==> src/include/cube_defines.svh <==
// Geometry of the 8x8x8 cube is fixed; the controller sequencing assumes these exact values
`ifndef CUBE_DEFINES_SVH
`define CUBE_DEFINES_SVH

// ======================================================================
// Cube geometry
// ======================================================================

`define CUBE_LAYERS      8   // Layers, written top layer first
`define CUBE_DEPTH       64  // Column positions per layer
`define CUBE_ADDR_W      6   // Word address width, log2 of CUBE_DEPTH

// ======================================================================
// Memory word and configuration
// ======================================================================

`define CUBE_WORD_BYTES  4   // Tag, red, green, blue
`define CUBE_CONF_BYTES  4   // Configuration register bytes

`endif

==> src/verilog/cube_pkg.sv <==
// Types shared by the cube front end; sizes come from the defines header and are not tunable
`default_nettype none

`include "cube_defines.svh"

package cube_pkg;

    // Command opcodes, sent with the data/command line low
    typedef enum logic [7:0] {
        CMD_CONF_WR = 8'h2a,
        CMD_ADDR_WR = 8'h2b,
        CMD_DATA_WR = 8'h2c
    } cube_cmd_e;

    typedef logic [`CUBE_ADDR_W-1:0] cube_addr_t;

    // Byte 3 tag, byte 2 red, byte 1 green, byte 0 blue
    typedef logic [`CUBE_WORD_BYTES*8-1:0] cube_word_t;

    typedef logic [$clog2(`CUBE_LAYERS)-1:0] cube_layer_sel_t;

endpackage

`default_nettype wire

==> src/verilog/layer_ctrl.sv <==
// Unknown commands drop the write mode; bytes past the end of a sequence are ignored
`timescale 1ns/1ps
`default_nettype none

`include "cube_defines.svh"

module layer_ctrl
    import cube_pkg::*;
(
    input  logic                  clk_in,
    input  logic                  rst_n_in,
    input  logic                  dc,
    input  logic                  byte_rdy,
    input  logic [7:0]            byte_data,
    output logic [`CUBE_LAYERS:0] wr_en,
    output logic                  wr_done,
    output cube_addr_t            wr_addr,
    output logic [3:0]            wr_byte_en
);

    logic                     conf_wr;
    logic [`CUBE_LAYERS-1:0]  code_wr;   // One-hot in data mode, all ones in address mode
    logic                     addr_en;
    logic [2:0]               data_en;   // Red, green, blue in turn
    logic                     data_rdy;
    logic                     conf_done;
    logic                     addr_done;
    logic                     data_done;

    assign data_rdy  = byte_rdy & dc;
    assign conf_done = (wr_addr == cube_addr_t'(`CUBE_CONF_BYTES - 1));
    assign addr_done = (wr_addr == cube_addr_t'(`CUBE_DEPTH - 1));
    assign data_done = data_en[0];

    // ==================================================================
    // Write strobes
    // ==================================================================

    assign wr_en      = {`CUBE_LAYERS+1{data_rdy}} & {conf_wr, code_wr};
    assign wr_done    = data_rdy & code_wr[0] & addr_done & data_done;   // Last blue of layer 0
    assign wr_byte_en = {addr_en, data_en};

    always_ff @(posedge clk_in or negedge rst_n_in) begin
        if (!rst_n_in) begin
            conf_wr <= 1'b0;
            code_wr <= '0;
            addr_en <= 1'b0;
            data_en <= 3'b000;
            wr_addr <= '0;
        end else if (byte_rdy && !dc) begin
            conf_wr <= 1'b0;
            code_wr <= '0;
            addr_en <= 1'b0;
            data_en <= 3'b000;
            wr_addr <= '0;
            case (cube_cmd_e'(byte_data))
                CMD_CONF_WR: begin
                    conf_wr <= 1'b1;
                end
                CMD_ADDR_WR: begin
                    code_wr <= '1;   // Tags are broadcast to every layer
                    addr_en <= 1'b1;
                end
                CMD_DATA_WR: begin
                    code_wr <= {1'b1, {(`CUBE_LAYERS-1){1'b0}}};
                    data_en <= 3'b100;
                end
                default: ;
            endcase
        end else if (data_rdy) begin
            if (conf_wr) begin
                conf_wr <= !conf_done;
                wr_addr <= wr_addr + cube_addr_t'(1);
            end
            if (addr_en) begin
                if (addr_done) begin
                    addr_en <= 1'b0;
                    code_wr <= '0;
                end
                wr_addr <= wr_addr + cube_addr_t'(1);
            end
            if (data_en != 3'b000) begin
                data_en <= {data_en[0], data_en[2:1]};
                if (data_done) begin
                    wr_addr <= wr_addr + cube_addr_t'(1);   // Wraps to 0 at layer end
                    if (addr_done) begin
                        code_wr <= code_wr >> 1;
                        if (code_wr[0]) data_en <= 3'b000;
                    end
                end
            end
        end
    end

    a_layer_code: assert property (@(posedge clk_in) disable iff (!rst_n_in)
        $onehot0(wr_en[`CUBE_LAYERS-1:0]) || (&wr_en[`CUBE_LAYERS-1:0]));

    a_conf_alone: assert property (@(posedge clk_in) disable iff (!rst_n_in)
        wr_en[`CUBE_LAYERS] |-> !(|wr_en[`CUBE_LAYERS-1:0]));

endmodule

`default_nettype wire

==> config.mk <==
export PLATFORM = sky130hd
export DESIGN_NAME = layer_ctrl
export DESIGN_NICKNAME = d
export VERILOG_FILES = /design/src/verilog/cube_pkg.sv /design/src/verilog/layer_ctrl.sv
export VERILOG_INCLUDE_DIRS = /design/src /design/src/include
export SDC_FILE = /design/constraint.sdc
export NUM_CORES = 1
export LEC_CHECK = 0
export ABC_AREA = 1
export BUFFER_PORTS_ARGS = -buffer_cell sky130_fd_sc_hd__buf_2
export CAP_MARGIN = 20
export CELL_PAD_IN_SITES_DETAIL_PLACEMENT = 0
export CELL_PAD_IN_SITES_GLOBAL_PLACEMENT = 2
export CORE_MARGIN = 10
export CORE_UTILIZATION = 31
export DETAILED_ROUTE_END_ITERATION = 6
export PLACE_DENSITY = 0.85
export SLEW_MARGIN = 20
export SYNTH_ARGS = -nofsm -noshare
export SYNTH_HDL_FRONTEND = slang
export SYNTH_SLANG_ARGS = --single-unit
==> constraint.sdc <==
create_clock -name clk_in -period 3.13 [get_ports clk_in]
set_input_delay 0.313 -clock clk_in [delete_from_list [all_inputs] [get_ports clk_in]]
set_output_delay 0.313 -clock clk_in [all_outputs]
set_load 0.005 [all_outputs]
Word level (Yosys, flattened, before mapping)
Cells that the tools add are included.
{ "classes": {"n_addsub": 1, "mul": 0, "div": 0, "magnitude_cmp": 0, "eq_ne": 5, "shift": 0, "muxes": 30, "bitwise": 5, "n_reduce_logical": 7} }
{ "op_table": {"columns": ["op", "n"], "rows": [
  ["2-to-1 mux 8 bit", 7],
  ["2-to-1 mux 6 bit", 6],
  ["== test 8 x 6 -> 1 bit (second input constant)", 3],
  ["2-to-1 mux 3 bit", 7],
  ["case mux 8 bit (2 select lines)", 1],
  ["bitwise AND 9 bit", 1],
  ["2-to-1 mux 1 bit", 9],
  ["adder 6 x 1 -> 6 bit (second input constant)", 1],
  ["== test 6 x 2 -> 1 bit (second input constant)", 1],
  ["== test 6 bit (second input constant)", 1],
  ["bitwise AND 1 bit", 4],
  ["nonzero test 2 bit", 2],
  ["nonzero test 3 bit", 1],
  ["logical NOT 1 bit", 2],
  ["AND reduction 2 bit", 1],
  ["logical AND 1 bit", 1]
]} }
{ "word_totals": {"regBits": 19, "latchBits": 0, "ram_bits": 0, "romBits": 0, "inputBits": 12, "out_inout_bits": 20, "elab_cells": 53, "memories": 0} }

Depth between registers and ports, before layout
{ "logic_depth": {"depth_word": 8, "ltp_mapped": 8, "ltp_nobuf": 8} }

Worst setup path before layout
OpenSTA, ideal clock, no wires.
{ "synth_path": {"kind": "flip-flop to output port", "startpoint": "register wr_addr[1]", "endpoint": "output port wr_done", "t_arrival_ns": 1.193, "required_time_ns": 2.817, "path_slack_ns": 1.624, "stages_incl_launch_ff": 8, "path_buffers": 0, "path_cell_list": "dfrtp_1 ha_1 nand2_1 inv_1 nand2_4 nor2_8 nand2_2 nor2_1"} }
{ "synth_via": {"elab_chain_cells": 3} }
{ "synth_lines": {"columns": ["item", "line", "rtl"], "rows": [
  ["from (decl)", "layer_ctrl.sv:17", "output cube_addr_t wr_addr,"],
  ["from (signal assigned)", "layer_ctrl.sv:73", "wr_addr <= wr_addr + cube_addr_t'(1);"],
  ["from (signal assigned)", "layer_ctrl.sv:80", "wr_addr <= wr_addr + cube_addr_t'(1);"],
  ["from (signal assigned)", "layer_ctrl.sv:85", "wr_addr <= wr_addr + cube_addr_t'(1);"],
  ["== test 6 bit", "layer_ctrl.sv:32", "assign addr_done = (wr_addr == cube_addr_t'(`CUBE_DEPTH - 1));"],
  ["bitwise AND 1 bit (2 in a row)", "layer_ctrl.sv:40", "assign wr_done = data_rdy & code_wr[0] & addr_done & data_done;"],
  ["to (decl)", "layer_ctrl.sv:16", "output logic wr_done,"]
]} }
No other way between the ends.

Final worst setup path
Ends and elaborated chain as after synthesis.

==> impl_metrics.yaml <==
global_routing:
  grt_max_degree: 20
  met3_usage_pct: 2.05
  grtUsageMet2_pct: 15.4
  grt.total_usage_pct: 9.70
  grt_busiest_layer: "met2"
  grt_pass1_wl_um: 5750
  antenna_found_initial: 0
  grt_pass1_vias: 1161
  use_met1_pct: 12.3
  overflow: 0
routing:
  via_count: 1159
  route.antenna.remaining_nets: 0
  drc_errors: 0
  drt-total-wl_um: 3210
  drt-wirelength-per-cell_um: 13.0
  via_per_inst: 4.69
  drt_iter0_drc: 71
  first_pass_iters: 4
power_and_ir_drop:
  power_switching_mw: 0.118
  seq_power_share_pct: 53.0
  switching_share_pct: 25.4
  p_per_area_mw_per_mm2: 312
  p_int_mw: 0.348
  ir_drop_uv: 115
  p_leak_nw: 0.861
  power_frac_clock_pct: 38.6
  fin_total_pwr_mw: 0.466
  power_frac_comb_pct: 8.4
finish:
  antenna-diode-count: 0
  fillers: 429
  multiInputGateArea_um2: 648
  ff_latch_area_um2: 475
  design_area_mm2: 0.00149
  drive_gt1_share_pct: 27.9
  nets: 211
  area_growth_pct: 19.1
  layout_common_cells: "nand2_1 (48), buf_2 (31), inv_1 (26), dfrtp_1 (19)"
  layout_commonest_cell: "nand2_1"
floorplanning:
  core_mm2: 0.00394
  die_area_mm2: 0.00699
  die_x_um: 83.6
  boundaryPins: 32
  row_count: 23
  die_y_um: 83.6
  start_util_pct: 31.8
cts:
  cts-root-buf: "clkbuf_8"
  clk_pin_slew_ns: 0.08
  cts_tree: "done"
  postCtsSetupBuffers: 0
  cts_resized: 0
  cts.sinks: 19
  ctsHoldBuffers: 0
  clock_latency_ns: 0.26
  cts_buffers: 3
  cts-htree-levels: 1
  cts_buffer_depth: 2
synthesis:
  synth_nets: 178
  netlist_area_mm2: 0.00125
  ys_types: 26
  synth_top_area_cell: "dfrtp_1"
  syn_area_per_cell_um2: 7.60
  synthCells: 165
  ys_top_cells_by_area: "dfrtp_1 (38%), nand2_1 (14%), inv_1 (7.8%)"
  yosysSeqAreaShare_pct: 37.9
  yosys_warnings: 0
  synth_top_cell_area_share_pct: 37.9
  synth-seq-cells: 19
placed_design:
  hpwl_um: 2460
  pre_cts_ws_ns: 1.41
  io_buffer_count: 31
  placed_area_mm2: 0.00145
  gp_congestion: 0.718
sta:
  min_period_over_period_pct: 64.1
  fmax_mhz: 498
  hold_viol: 19
  setup_tns_ns: 0
  worst_pin_slew_ns: 0.492
  worst_slack_ns: 1.12
  skew_ns: 0.00165
  rsz0062_at_grt: "no"
  worst_hold_slack_ns: -0.0112
  fin_crit_ns: 2.01
  setup_violations: 0
  slew_headroom_pct: 67.1
  slew_violations: 0
worst_setup_path:
  cp_data_arrival_time_ns: 1.69
  cp-end-kind: "primary output"
  cp-start-kind: "register"
  reg2reg_setup_slack_ns: 1.68
  crit_path_max_fanout: 8
  worstPathRequired_ns: 2.82
  crit_type: "register to primary output"
min_path:
  worstHoldPathType: "primary input to async pin"
run_status:
  failed_checks: "negative hold slack"
  outcome: "finished with violations"
run:
  maxCapViolations: 0
-- area by class of cell --
cell class / count / share of cell area [%]
Timing Repair Buffer: 31 / 10.4
Tap cell: 50 / 4.19
Inverter: 28 / 7.12
Multi-Input combinational cell: 115 / 43.4
Sequential cell: 19 / 31.9
Clock buffer: 4 / 3.02
-- layer usage --
layer | routed length (um) | part of all wire (%)
met1 | 1470 | 46
met3 | 110 | 3.4
met5 | 0 | 0
met4 | 63 | 2.0
met2 | 1560 | 49
-- power by group through the flow --
stage,Clock (mW),Sequential (mW),Combinational (mW)
global route,0.195,0.247,0.0451
global placement,0,0.252,0.0393
CTS,0.187,0.247,0.0405
floorplan,0,0.252,0.0219
finish,0.180,0.247,0.0392
detailed placement,0,0.252,0.0405
-- metrics by stage --
step | utilization [%] | std cells
2_1_floorplan | - | 165
3_3_place_gp | 36.7 | 243
3_5_place_dp | 36.7 | 243
4_1_cts | 37.9 | 247
5_1_grt | 37.9 | 247
6_report | 37.9 | 247
-- Yosys cell counts (all sizes together) --
| cell type | count |
|---|---|
| o22ai | 1 |
| dfrtp | 19 |
| inv | 27 |
| nand3 | 13 |
| a21oi | 4 |
| nand4 | 11 |
| buf | 3 |
| o211ai | 1 |
| clkinv | 1 |
| nor3 | 2 |
| or2 | 1 |
| nand2 | 53 |
| o21ai | 2 |
| nand3b | 1 |
| ha | 1 |
| nor2 | 24 |
| a22oi | 1 |
-- critical path, cell delays in order (launching register included) --
cell and delay [ns]:
dfrtp_1 0.39, ha_1 0.27, nand2_1 0.08, inv_1 0.17
nand2_4 0.09, nor2_8 0.14, nand2_2 0.08, nor2_1 0.08
buf_2 0.13
-- state kept, by name, summed over array words and instances (netlist names) --
register,flops
wr_addr,6
addr_en,1
conf_wr,1
code_wr,8
data_en,3
-- cell families after synthesis --
kind of cell	count (synthesis)	synth area share, %
adders and majority gates	1	0.998
AOI/OAI and AO/OA	9	4.09
buffers and inverters	31	10.4
and+or+nand+nor	105	46.6
DFF	19	37.9
-- path summary, 6_finish.rpt --
| kind | from | to | cells after the start |
|---|---|---|---|
| max in group asynchronous | rst_n_in | code_wr[7] | 1 |
| setup reg to reg | wr_addr[1] | data_en[0] | 8 |
| min in group clk_in | byte_data[0] | code_wr[7] | 3 |
| hold / removal | rst_n_in | code_wr[2] | 1 |
| setup / recovery | wr_addr[1] | wr_done | 8 |
| hold reg to reg | code_wr[4] | code_wr[4] | 2 |
(Power assumes the default switching activity.)
