$ cat config.mk
export PLATFORM = sky130hd
export DESIGN_NAME = spi_byte_rx
export DESIGN_NICKNAME = d
export VERILOG_FILES = /design/src/verilog/spi_byte_rx.sv
export SDC_FILE = /design/constraint.sdc
export NUM_CORES = 1
export LEC_CHECK = 0
export BUFFER_PORTS_ARGS = -buffer_cell sky130_fd_sc_hd__buf_2
export CAP_MARGIN = 40
export CORE_MARGIN = 2
export CORE_UTILIZATION = 51
export CTS_CLUSTER_DIAMETER = 60
export DETAILED_ROUTE_END_ITERATION = 8
export PLACE_DENSITY = 0.7
export SYNTH_ARGS = -nofsm -noshare
export SYNTH_HDL_FRONTEND = slang
export SYNTH_SLANG_ARGS = --single-unit
$ cat constraint.sdc
create_clock -name clk_in -period 2 [get_ports clk_in]
set_clock_uncertainty 0.05 [all_clocks]
set_input_delay 0.3 -clock clk_in [delete_from_list [all_inputs] [get_ports clk_in]]
set_output_delay 0.3 -clock clk_in [all_outputs]
set_load 0.05 [all_outputs]
$ cat src/verilog/spi_byte_rx.sv
// SPI mode 0, write only, MSB first; sclk must stay below about a quarter of clk_in
`timescale 1ns/1ps
`default_nettype none

module spi_byte_rx (
    input  logic       clk_in,
    input  logic       rst_n_in,
    input  logic       spi_cs_n,
    input  logic       spi_sclk,
    input  logic       spi_mosi,
    input  logic       spi_dc,
    output logic       byte_rdy,
    output logic [7:0] byte_data,
    output logic       byte_dc
);

    logic [1:0] cs_sync;
    logic [1:0] sclk_sync;
    logic [1:0] mosi_sync;
    logic [1:0] dc_sync;
    logic       sclk_d;
    logic       bit_take;
    logic [2:0] bit_cnt;
    logic [6:0] shift_q;

    assign bit_take = sclk_sync[1] & ~sclk_d & ~cs_sync[1];   // Rising sclk inside a frame

    // ==================================================================
    // Pin synchronizers and bit counter
    // ==================================================================

    always_ff @(posedge clk_in or negedge rst_n_in) begin
        if (!rst_n_in) begin
            cs_sync   <= 2'b11;
            sclk_sync <= 2'b00;
            mosi_sync <= 2'b00;
            dc_sync   <= 2'b00;
            sclk_d    <= 1'b0;
            bit_cnt   <= '0;
            byte_rdy  <= 1'b0;
        end else begin
            cs_sync   <= {cs_sync[0], spi_cs_n};
            sclk_sync <= {sclk_sync[0], spi_sclk};
            mosi_sync <= {mosi_sync[0], spi_mosi};
            dc_sync   <= {dc_sync[0], spi_dc};
            sclk_d    <= sclk_sync[1];
            byte_rdy  <= bit_take && (bit_cnt == 3'd7);
            if (cs_sync[1]) begin
                bit_cnt <= '0;   // A partial byte is dropped here
            end else if (bit_take) begin
                bit_cnt <= bit_cnt + 3'd1;
            end
        end
    end

    always_ff @(posedge clk_in) begin
        if (bit_take) begin
            shift_q <= {shift_q[5:0], mosi_sync[1]};
            if (bit_cnt == 3'd7) begin
                byte_data <= {shift_q, mosi_sync[1]};
                byte_dc   <= dc_sync[1];
            end
        end
    end

    a_rdy_single: assert property (@(posedge clk_in) disable iff (!rst_n_in)
        byte_rdy |=> !byte_rdy);

endmodule

`default_nettype wire

Word level (Yosys, flattened, before mapping)
Cells that the tools add are included.

Flip-flop bits (word level): 29. Input port bits: 6. Output and inout bits: 10. Logic and storage cells: 21.

Add/sub/neg operators: 1. Eq/ne operators: 1. Mux-type cells: 2. Bitwise operators: 4. Reduce and logical (&&, ||, !) cells: 3.

Operators by type and width (number): 3-bit two-way mux (2); 3-bit by 1-bit adder with 3-bit output, second input constant (1); 3-bit == test, second input constant (1); 1-bit AND (2); 1-bit inverter (2); 2-bit AND reduction (1); 2-bit nonzero test (1); 1-bit logical AND (1).

Logic depth before layout (Yosys ltp)
Gate-level depths: netlist of run 1.

Word-level depth: 5. Mapped depth: 4. Depth with buffers taken out: 4.

Worst setup path after synthesis of run 1
No wires, ideal clock.

Path type: register to register. Start: reg sclk_d. End: reg byte_data[0] (enable). Setup time: 0.341 ns. Arrival time: 1.179 ns. Data required time: 1.609 ns. Path slack: 0.430 ns. Cell stages (with the launch flop): 3. Clock period less this slack: 1.570 ns. Cell sequence: dfrtp_1 > nor3b_2 > and2_1.

Word-level cells in the longest chain between the ends: 4.

Ends and longest elaborated chain: from (decl) (line 21) `logic sclk_d;`; from (signal assigned) (line 46) `sclk_d <= sclk_sync[1];`; 1-bit inverter (line 26) `assign bit_take = sclk_sync[1] & ~sclk_d & ~cs_sync[1];`; 1-bit AND (2 in series) (line 26); via bit_take (line 22) `logic bit_take;`; 2-bit AND reduction (no line); to (signal assigned) (line 60) `byte_data <= {shift_q, mosi_sync[1]};`; to (decl) (line 13) `output logic [7:0] byte_data,`.

The timed path passes the listed nets, and every way through them passes these cells. A chain may end at the register's enable or synchronous reset.

Worst setup path after layout of run 1
Start: reg bit_cnt[0]. End: reg byte_data[3] (enable).

Word-level cells in the longest chain between the ends: 2.

Ends and longest elaborated chain: from (decl) (line 23) `logic [2:0] bit_cnt;`; from (signal assigned) (line 51) `bit_cnt <= bit_cnt + 3'd1;`; 3-bit == test (line 59) `if (bit_cnt == 3'd7) begin`; 2-bit AND reduction (no line).

No other way between the ends.

==> impl_metrics.env, run 1 <==
export IMPL_syn_area_um2=931
export IMPL_critPathArrivalTime_ns=1.35
export IMPL_ys_warn_count=0
export IMPL_p_sw_frac=0.201
export IMPL_grt_overflow_total=0
export IMPL_async_flop_share=0.448
export IMPL_power_frac_comb=0.025
export IMPL_cp_required_ns=1.91
export IMPL_switchingPower_mw=0.198
export IMPL_placed_cell_area_mm2=0.00104
export IMPL_setup_viol=0
export IMPL_highest_layer="met4"
export IMPL_vias_per_cell=4.85
export IMPL_slowest_delay_ns=0.38
export IMPL_area_growth_pct=18.7
export IMPL_hold_class="in2reg"
export IMPL_n_antenna_cell=0
export IMPL_post_route_period_util=0.719
export IMPL_met3WireLength_um=61
export IMPL_finalWirelength_um=1100
export IMPL_min_path_cells=1
export IMPL_r2r_setup_slack_ns=0.56
export IMPL_ys_types=13
export IMPL_insertion_delay_ns=0.31
export IMPL_syn_area_per_cell_um2=21.6
export IMPL_powerDensity_mw_per_mm2=891
export IMPL_grt_pass1_wl_um=1860
export IMPL_pwr_share_clk=0.309
export IMPL_cts_resized_gates=0
export IMPL_postLayoutCellArea_mm2=0.00110
export IMPL_synth_fp_nets=51
export IMPL_synthAdderAreaFrac=0.0269
export IMPL_fin_crit_ns=1.44
export IMPL_die_width_um=46.7
export IMPL_synthTopCellsByCount="edfxtp_1 (16), dfrtp_1 (11)"
export IMPL_cap_violations=0
export IMPL_first_global_vias=430
export IMPL_synth_seq_area_share=0.868
export IMPL_cp_cell_sequence="ha_1 > ha_1 > and2_1"
export IMPL_initial_core_util=0.539
export IMPL_htreeDepth=2
export IMPL_cts_tree="built"
export IMPL_start_kind="flop"
export IMPL_wl_met1_um=453
export IMPL_drtAntennaViolNets=0
export IMPL_cpMostUsedCell="ha_1"
export IMPL_cts_setup_buffers=0
export IMPL_relSlewSlack=0.727
export IMPL_synthCells=43
export IMPL_intPower_mw=0.786
export IMPL_synth_xor_xnor_area_share=0
export IMPL_ios=16
export IMPL_status="completed"
export IMPL_multi_input_area_um2=123
export IMPL_synth_compound_area_frac=0.0108
export IMPL_timing_final_hold_violations=0
export IMPL_peakVddDrop_v=0.000890
export IMPL_synth_main_ff_cell="edfxtp_1"
export IMPL_grt_max_degree=14
export IMPL_synth_edff_count=16
export IMPL_seqPwrFrac=0.666
export IMPL_synth_top_area_frac=0.516
export IMPL_nNetsFinal=75
export IMPL_synthTopCellsByArea="edfxtp_1 (52%), dfrtp_1 (30%), dfstp_2 (5.6%), ha_1 (2.7%), nand4bb_1 (2.4%)"
export IMPL_first_pass_iters=2
export IMPL_worstPathMaxFanout=10
export IMPL_post_route_cells_drive_above_1_share=0.397
export IMPL_synth_most_common_cell="edfxtp_1"
export IMPL_cts_buffers=5
export IMPL_finalSetupTns_ns=0
export IMPL_vias=451
export IMPL_ys_seq_elements=29
export IMPL_fillCellCount=139
export IMPL_crit_type="reg2reg"
export IMPL_die_h_um=46.7
export IMPL_synth_top_family_by_area="simple AND/OR/NAND/NOR gates"
export IMPL_die_area_mm2=0.00218
export IMPL_row_count=15
export IMPL_critPathBufInv=0
export IMPL_synthMuxAreaShare=0.0161
export IMPL_rsz0062_at_grt="no"
export IMPL_gp_congestion=0.752
export IMPL_ctsLongestPathBuffers=2
export IMPL_yosysTopAreaCell="edfxtp_1"
export IMPL_critical_path_top_delay_family="flip-flops"
export IMPL_max_freq_mhz=695
export IMPL_drt_iter0_drc=11
export IMPL_root_buffer="clkbuf_4"
export IMPL_clkTransAtPathRegs_ns=0.09
export IMPL_grt_use_total=0.136
export IMPL_drt_wirelength_per_cell_um=11.8
export IMPL_regArea_um2=808
export IMPL_yosys_area_share_simple=0.0780
export IMPL_slew_violations=0
export IMPL_coreArea_mm2=0.00173
export IMPL_tightest_slew_ns=0.409
export IMPL_route_met2_wl_um=557
export IMPL_crit_path_end_kind="flop"
export IMPL_r2r_cells=3
export IMPL_io_buffer_count=15
export IMPL_critPathSlowestCell="dfrtp_1"
export IMPL_drc_errors=0
export IMPL_p_leak_nw=0.455
export IMPL_cp_num_cells=3
export IMPL_antenna_found_initial=0
export IMPL_clock_sink_count=29
==> metal layers <==
layer  track usage  up-vias
met5             0        -
met4        0.0667        0
met3        0.0824        4
met2         0.203       18
met1         0.155      223
li1              -      206
==> cell type report <==
cell class	count	share of cell area
Sequential cell	29	0.732
Multi-Input combinational cell	14	0.111
Timing Repair Buffer	17	0.0838
Clock buffer	5	0.0340
Tap cell	25	0.0283
Clock inverter	3	0.0113
==> kinds of logic (layout without fill, tap and decap cells) <==
family                     after synthesis  count (layout)
buffers and inverters                    0              25
muxes                                    1               1
adders and majority gates                2               2
and+or+nand+nor                          9               9
AOI/OAI and AO/OA                        2               2
DFF                                     29              29
==> sequential cells by signal, indices dropped and copies added (netlist names), 2 cells and up <==
signal,flops
bit_cnt,3
byte_data,8
cs_sync,2
dc_sync,2
mosi_sync,2
sclk_sync,2
shift_q,7
==> worst register-to-register path: stages (launching register included) <==
cell and delay, ns:
dfrtp_1 0.38, ha_1 0.16, ha_1 0.13, and2_1 0.37
==> cell usage in the layout, fill, tap and decap left out, drive strengths merged <==
cell,instances
and2,1
buf,16
clkbuf,5
clkinv,3
dfrtp,11
dfstp,2
dlygate4sd3,1
edfxtp,16
ha,2
mux2,1
nand2b,2
nand4bb,2
nor2,1
nor2b,2
nor3b,1
o21ai,2
==> power groups by stage <==
stage	Sequential [mW]	Combinational, mW	Clock, mW
3_3_place_gp	0.667	0.0240	0
6_report	0.656	0.0246	0.304
2_1_floorplan	0.665	0.0117	0
4_1_cts	0.656	0.0255	0.316
5_1_grt	0.658	0.0286	0.348
3_5_place_dp	0.669	0.0237	0
==> metrics by stage <==
| step | utilization | hold WS, ns | worst slack [ns] | cells | power, mW |
|---|---|---|---|---|---|
| floorplan | - | -0.0456 | 0.430 | 43 | 0.677 |
| global placement | 0.605 | 0.145 | 0.630 | 84 | 0.691 |
| detailed placement | 0.605 | 0.142 | 0.559 | 84 | 0.692 |
| CTS | 0.640 | 0.0184 | 0.536 | 93 | 0.998 |
| global route | 0.640 | 0.00724 | 0.447 | 93 | 1.03 |
| finish | 0.640 | 0.0312 | 0.562 | 93 | 0.984 |
==> path summary, 6_finish.rpt <==
path	startpoint	endpoint
worst max-delay path	bit_cnt[0]	byte_data[3]
worst min-delay path	spi_cs_n	cs_sync[0]
worst max register to register	bit_cnt[0]	byte_data[3]
worst min register to register	mosi_sync[0]	mosi_sync[1]
max in group asynchronous	rst_n_in	cs_sync[1]
min in group asynchronous	rst_n_in	bit_cnt[1]
==> what timing repair did <==
item                                    4_1_cts  5_1_grt
endpoints found under the setup margin        0        0
hold endpoints to repair                     11        0
hold buffers                                  1        0
No activity file was read; power rests on OpenSTA's default activity.
==> run 2, diff against run 1 <==
Settings changed: CORE_UTILIZATION 51 to 46, PLACE_DENSITY 0.7 to 0.66.
Clock period 2 ns to 1.3 ns, I/O delays scaled along.
==> run 2 against run 1 <==
- sequential share of layout area decreased by 5.3 points
- clock-buffer cell count rose by 2
- register-to-register slack got worse by 0.48 ns
- clock power is 140% higher
- critical endpoint is now byte_data[4]
- maximum frequency rose by 18%
- highest routed layer unchanged
- die area up 9.9%
- critical path depth did not move
==> impl_metrics.env, run 2 (synthesis results as in run 1) <==
export IMPL_root_buffer="clkbuf_4"
export IMPL_clkTransAtPathRegs_ns=0.09
export IMPL_cts_resized_gates=0
export IMPL_timing_final_hold_violations=0
export IMPL_htreeDepth=2
export IMPL_setup_ws_ns=0.0771
export IMPL_ios=16
export IMPL_first_pass_iters=2
export IMPL_finalWirelength_um=1080
export IMPL_die_area_mm2=0.00240
export IMPL_n_antenna_cell=0
export IMPL_largest_reg_flops=8
export IMPL_post_route_cells_drive_above_1_share=0.403
export IMPL_post_dp_hpwl_um=734
export IMPL_critPathArrivalTime_ns=1.24
export IMPL_grt_use_total=0.115
export IMPL_post_route_period_util=0.941
export IMPL_hold_class="in2async"
export IMPL_area_growth_pct=28.0
export IMPL_vias_per_cell=4.48
export IMPL_rsz0062_at_grt="no"
export IMPL_cap_violations=0
export IMPL_start_kind="flop"
export IMPL_grt_pass1_wl_um=1830
export IMPL_die_h_um=49.0
export IMPL_relSlewSlack=0.825
export IMPL_die_width_um=49.0
export IMPL_io_buffer_count=15
export IMPL_reg_top3="byte_data (8), shift_q (7), bit_cnt (3)"
export IMPL_insertion_delay_ns=0.31
export IMPL_slew_violations=0
export IMPL_final_cell_mix="edfxtp_1 (16), buf_2 (15), dfrtp_1 (11)"
export IMPL_status="completed"
export IMPL_crit_type="reg2reg"
export IMPL_vias=444
export IMPL_antenna_found_initial=0
export IMPL_top_register="byte_data"
export IMPL_hold_buffers=5
export IMPL_fin_crit_ns=1.22
export IMPL_peakVddDrop_v=0.00128
export IMPL_tightest_slew_ns=0.263
export IMPL_cts_setup_buffers=0
export IMPL_cts_tree="built"
export IMPL_max_freq_mhz=818
export IMPL_p_leak_nw=0.492
export IMPL_worstPathMaxFanout=10
export IMPL_nNetsFinal=79
export IMPL_row_count=16
export IMPL_drt_wirelength_per_cell_um=10.9
export IMPL_drc_errors=0
export IMPL_dp_slack_ns=0.0752
export IMPL_final_common_cell="edfxtp_1"
export IMPL_powerDensity_mw_per_mm2=1500
export IMPL_coreArea_mm2=0.00194
export IMPL_first_global_vias=421
export IMPL_crit_path_end_kind="flop"
export IMPL_ctsLongestPathBuffers=2
export IMPL_gp_congestion=0.705
export IMPL_grt_max_degree=14
export IMPL_cts_buffers=5
export IMPL_grt_overflow_total=0
export IMPL_setup_viol=0
export IMPL_cp_required_ns=1.32
export IMPL_clock_sink_count=29
export IMPL_initial_core_util=0.479
export IMPL_drtAntennaViolNets=0
export IMPL_finalSetupTns_ns=0
export IMPL_drt_iter0_drc=4
-- run 2: final cells by class --
cell class              instances  area [um^2]
fillers                       149          751
repair buffers                 21          133
clock buffers                   7         55.1
multi-input cells              14          131
well taps                      27         33.8
clock inverters                 1         30.0
flip-flops and latches         29          808
-- run 2: final timing paths --
kind                                 start           end  cells after the start  slack (ns)
max in group asynchronous         rst_n_in    cs_sync[1]                      2        0.70
worst min register to register  dc_sync[0]    dc_sync[1]                      0        0.30
worst min-delay path              rst_n_in      byte_rdy                      2        0.23
worst max register to register  bit_cnt[0]  byte_data[4]                      3        0.08
worst max-delay path            bit_cnt[0]  byte_data[4]                      3        0.08
min in group clk_in             dc_sync[0]    dc_sync[1]                      0        0.30
-- run 2: per-stage QoR --
stage	instance area, um^2	total power [mW]	utilization	std cells	hold WS, ns
final	1190	1.79	0.613	99	0.225
after detailed placement	1060	1.07	0.544	86	0.0340
after global placement	1060	1.07	0.544	86	0.0366
after CTS	1190	1.82	0.613	99	0.226
after global routing	1190	1.87	0.613	99	0.243
after floorplan	940	1.04	-	43	-0.151
-- run 2: power breakdown --
group / internal [mW] / switching (mW) / total [mW]
clock: 0.459 / 0.274 / 0.734
combinational: 0.0301 / 0.0188 / 0.0489
sequential: 0.994 / 0.0146 / 1.01
-- run 2: critical path, stage by stage, from the launching register on --
cell     delay [ns]
dfrtp_1        0.40
ha_1           0.20
ha_1           0.17
and2_4         0.18
-- run 2: routing by layer --
metal,GRT usage,share of wire,up-vias
met5,0,0,-
met4,0.100,0.029,0
met3,0.0552,0.057,4
met2,0.169,0.47,17
met1,0.122,0.44,208
li1,-,-,215
==> run 3, diff against run 2 <==
Settings changed: SETUP_SLACK_MARGIN set to 0.3.
==> run 3 against run 2 <==
- critical path depth unchanged
- core utilization grew 6.8 points
- wire length is 10% higher
- largest cell class unchanged
- critical path type unchanged
- register-to-register slack improved by 0.04 ns
- clock-buffer cell count decreased by 1
- sequential cell count is the same
==> impl_metrics.env, run 3 (synthesis results as in run 1) <==
export IMPL_io_buffer_count=15
export IMPL_htreeDepth=2
export IMPL_intPower_mw=1.55
export IMPL_crit_path_end_kind="flop"
export IMPL_r2r_cells=3
export IMPL_top_register="byte_data"
export IMPL_die_h_um=49.0
export IMPL_cts_buffers=5
export IMPL_seqPwrFrac=0.538
export IMPL_slowest_delay_ns=0.41
export IMPL_root_buffer="clkbuf_4"
export IMPL_relSlewSlack=0.826
export IMPL_timing_final_hold_violations=0
export IMPL_powerDensity_mw_per_mm2=1420
export IMPL_drc_errors=0
export IMPL_status="completed"
export IMPL_clkTransAtPathRegs_ns=0.09
export IMPL_die_area_mm2=0.00240
export IMPL_power_frac_comb=0.032
export IMPL_antenna_found_initial=0
export IMPL_pwr_share_clk=0.430
export IMPL_first_pass_iters=4
export IMPL_cpMostUsedCell="ha_4"
export IMPL_reg_top3="byte_data (8), shift_q (7), bit_cnt (3)"
export IMPL_critPathSlowestCell="dfrtp_1"
export IMPL_start_kind="flop"
export IMPL_fillCellCount=146
export IMPL_regArea_um2=808
export IMPL_cp_required_ns=1.34
export IMPL_crit_start="bit_cnt[0]"
export IMPL_tightest_slew_ns=0.261
export IMPL_worstPathMaxFanout=5
export IMPL_cap_violations=0
export IMPL_setup_viol=0
export IMPL_peakVddDrop_v=0.00109
export IMPL_vias_per_cell=4.62
export IMPL_multi_input_area_um2=165
export IMPL_nNetsFinal=83
export IMPL_area_growth_pct=42.1
export IMPL_rsz0062_at_grt="yes"
export IMPL_cp_num_cells=3
export IMPL_r2r_setup_slack_ns=0.11
export IMPL_largest_reg_flops=8
export IMPL_p_leak_nw=0.533
export IMPL_critPathArrivalTime_ns=1.23
export IMPL_grt_use_total=0.124
export IMPL_post_dp_hpwl_um=721
export IMPL_finalWirelength_um=1190
export IMPL_max_freq_mhz=842
export IMPL_drt_iter0_drc=5
export IMPL_crit_type="reg2reg"
export IMPL_critical_path_top_delay_family="flip-flops"
export IMPL_switchingPower_mw=0.325
export IMPL_post_route_cells_drive_above_1_share=0.474
export IMPL_final_cell_mix="edfxtp_1 (16), dfrtp_1 (11), buf_6 (10)"
export IMPL_ios=16
export IMPL_vias=476
export IMPL_grt_overflow_total=0
export IMPL_gp_congestion=0.733
export IMPL_clock_sink_count=29
export IMPL_ctsLongestPathBuffers=2
export IMPL_first_global_vias=493
export IMPL_initial_core_util=0.479
export IMPL_n_antenna_cell=0
export IMPL_r2r_end="byte_data[7]"
export IMPL_post_route_period_util=0.913
export IMPL_fin_crit_ns=1.19
export IMPL_coreArea_mm2=0.00194
export IMPL_hold_class="in2async"
export IMPL_cp_cell_sequence="ha_4 > ha_4 > and2_4"
export IMPL_final_util=0.681
export IMPL_dp_slack_ns=0.0926
export IMPL_drt_wirelength_per_cell_um=11.6
export IMPL_setup_ws_ns=0.113
export IMPL_p_sw_frac=0.173
export IMPL_drtAntennaViolNets=0
export IMPL_final_common_cell="edfxtp_1"
export IMPL_cts_tree="built"
export IMPL_grt_max_degree=14
export IMPL_reg2reg_from="bit_cnt[0]"
export IMPL_critPathBufInv=0
export IMPL_cp_endpoint="byte_data[7]"
export IMPL_row_count=16
export IMPL_slew_violations=0
export IMPL_die_width_um=49.0
export IMPL_insertion_delay_ns=0.32
export IMPL_grt_pass1_wl_um=1990
export IMPL_finalSetupTns_ns=0
run 3: cell types whose count changed in the layout (fill, tap and decap cells not counted), sizes merged:
cell,previous run,this run
buf,16,19
and2,1,2
clkbuf,7,6
clkinv,0,1
run 3: final cells by class:
class / instances / area share
sequential: 29 / 0.611
timing repair buffer: 24 / 0.165
multi-input combinational: 15 / 0.125
clock buffer: 6 / 0.0473
clock inverter: 2 / 0.0265
tap: 27 / 0.0255
run 3: stage by stage:
step | total power, mW | cell area (um^2) | cells | hold slack [ns]
after global placement | 1.07 | 1070 | 86 | 0.0357
after global routing | 1.93 | 1320 | 103 | 0.237
after floorplan | 1.04 | 955 | 43 | -0.151
after CTS | 1.89 | 1320 | 102 | 0.214
after detailed placement | 1.07 | 1070 | 86 | 0.0361
final | 1.88 | 1320 | 103 | 0.210
run 3: power groups by stage:
stage	clock (mW)	sequential, mW	combinational, mW
floorplan	0	1.02	0.0198
global placement	0	1.03	0.0386
detailed placement	0	1.03	0.0386
CTS	0.827	1.01	0.0574
global route	0.853	1.01	0.0677
finish	0.806	1.01	0.0601
run 3: what timing repair did:
action	4_1_cts	5_1_grt
hold buffers	5	0
pin swaps	0	3
gates resized for setup	22	0
endpoints found under the setup margin	30	30
hold endpoints to repair	17	0
buffers inserted	2	1
gates cloned	1	0
run 3: per-layer routing:
metal | wire (um) | up-vias | GRT usage
li1 | - | 224 | -
met4 | 57 | 0 | 0.129
met2 | 620 | 19 | 0.205
met1 | 438 | 225 | 0.111
met5 | 0 | - | 0
met3 | 75 | 8 | 0.0460
run 3: worst min-delay path by stage:
stage / start / to / depth (start not counted)
after floorplan: rst_n_in / bit_cnt[0] / 0
after global placement: rst_n_in / bit_cnt[1] / 1
after detailed placement: rst_n_in / sclk_sync[0] / 1
after CTS: rst_n_in / mosi_sync[1] / 2
after global routing: rst_n_in / mosi_sync[1] / 2
final: rst_n_in / byte_rdy / 2
run 3: worst register-to-register path: cells and delay by family (launching register included):
family	cells	cell delay, ns
DFF	1	0.41
and+or+nand+nor	1	0.17
adders and majority gates	2	0.33
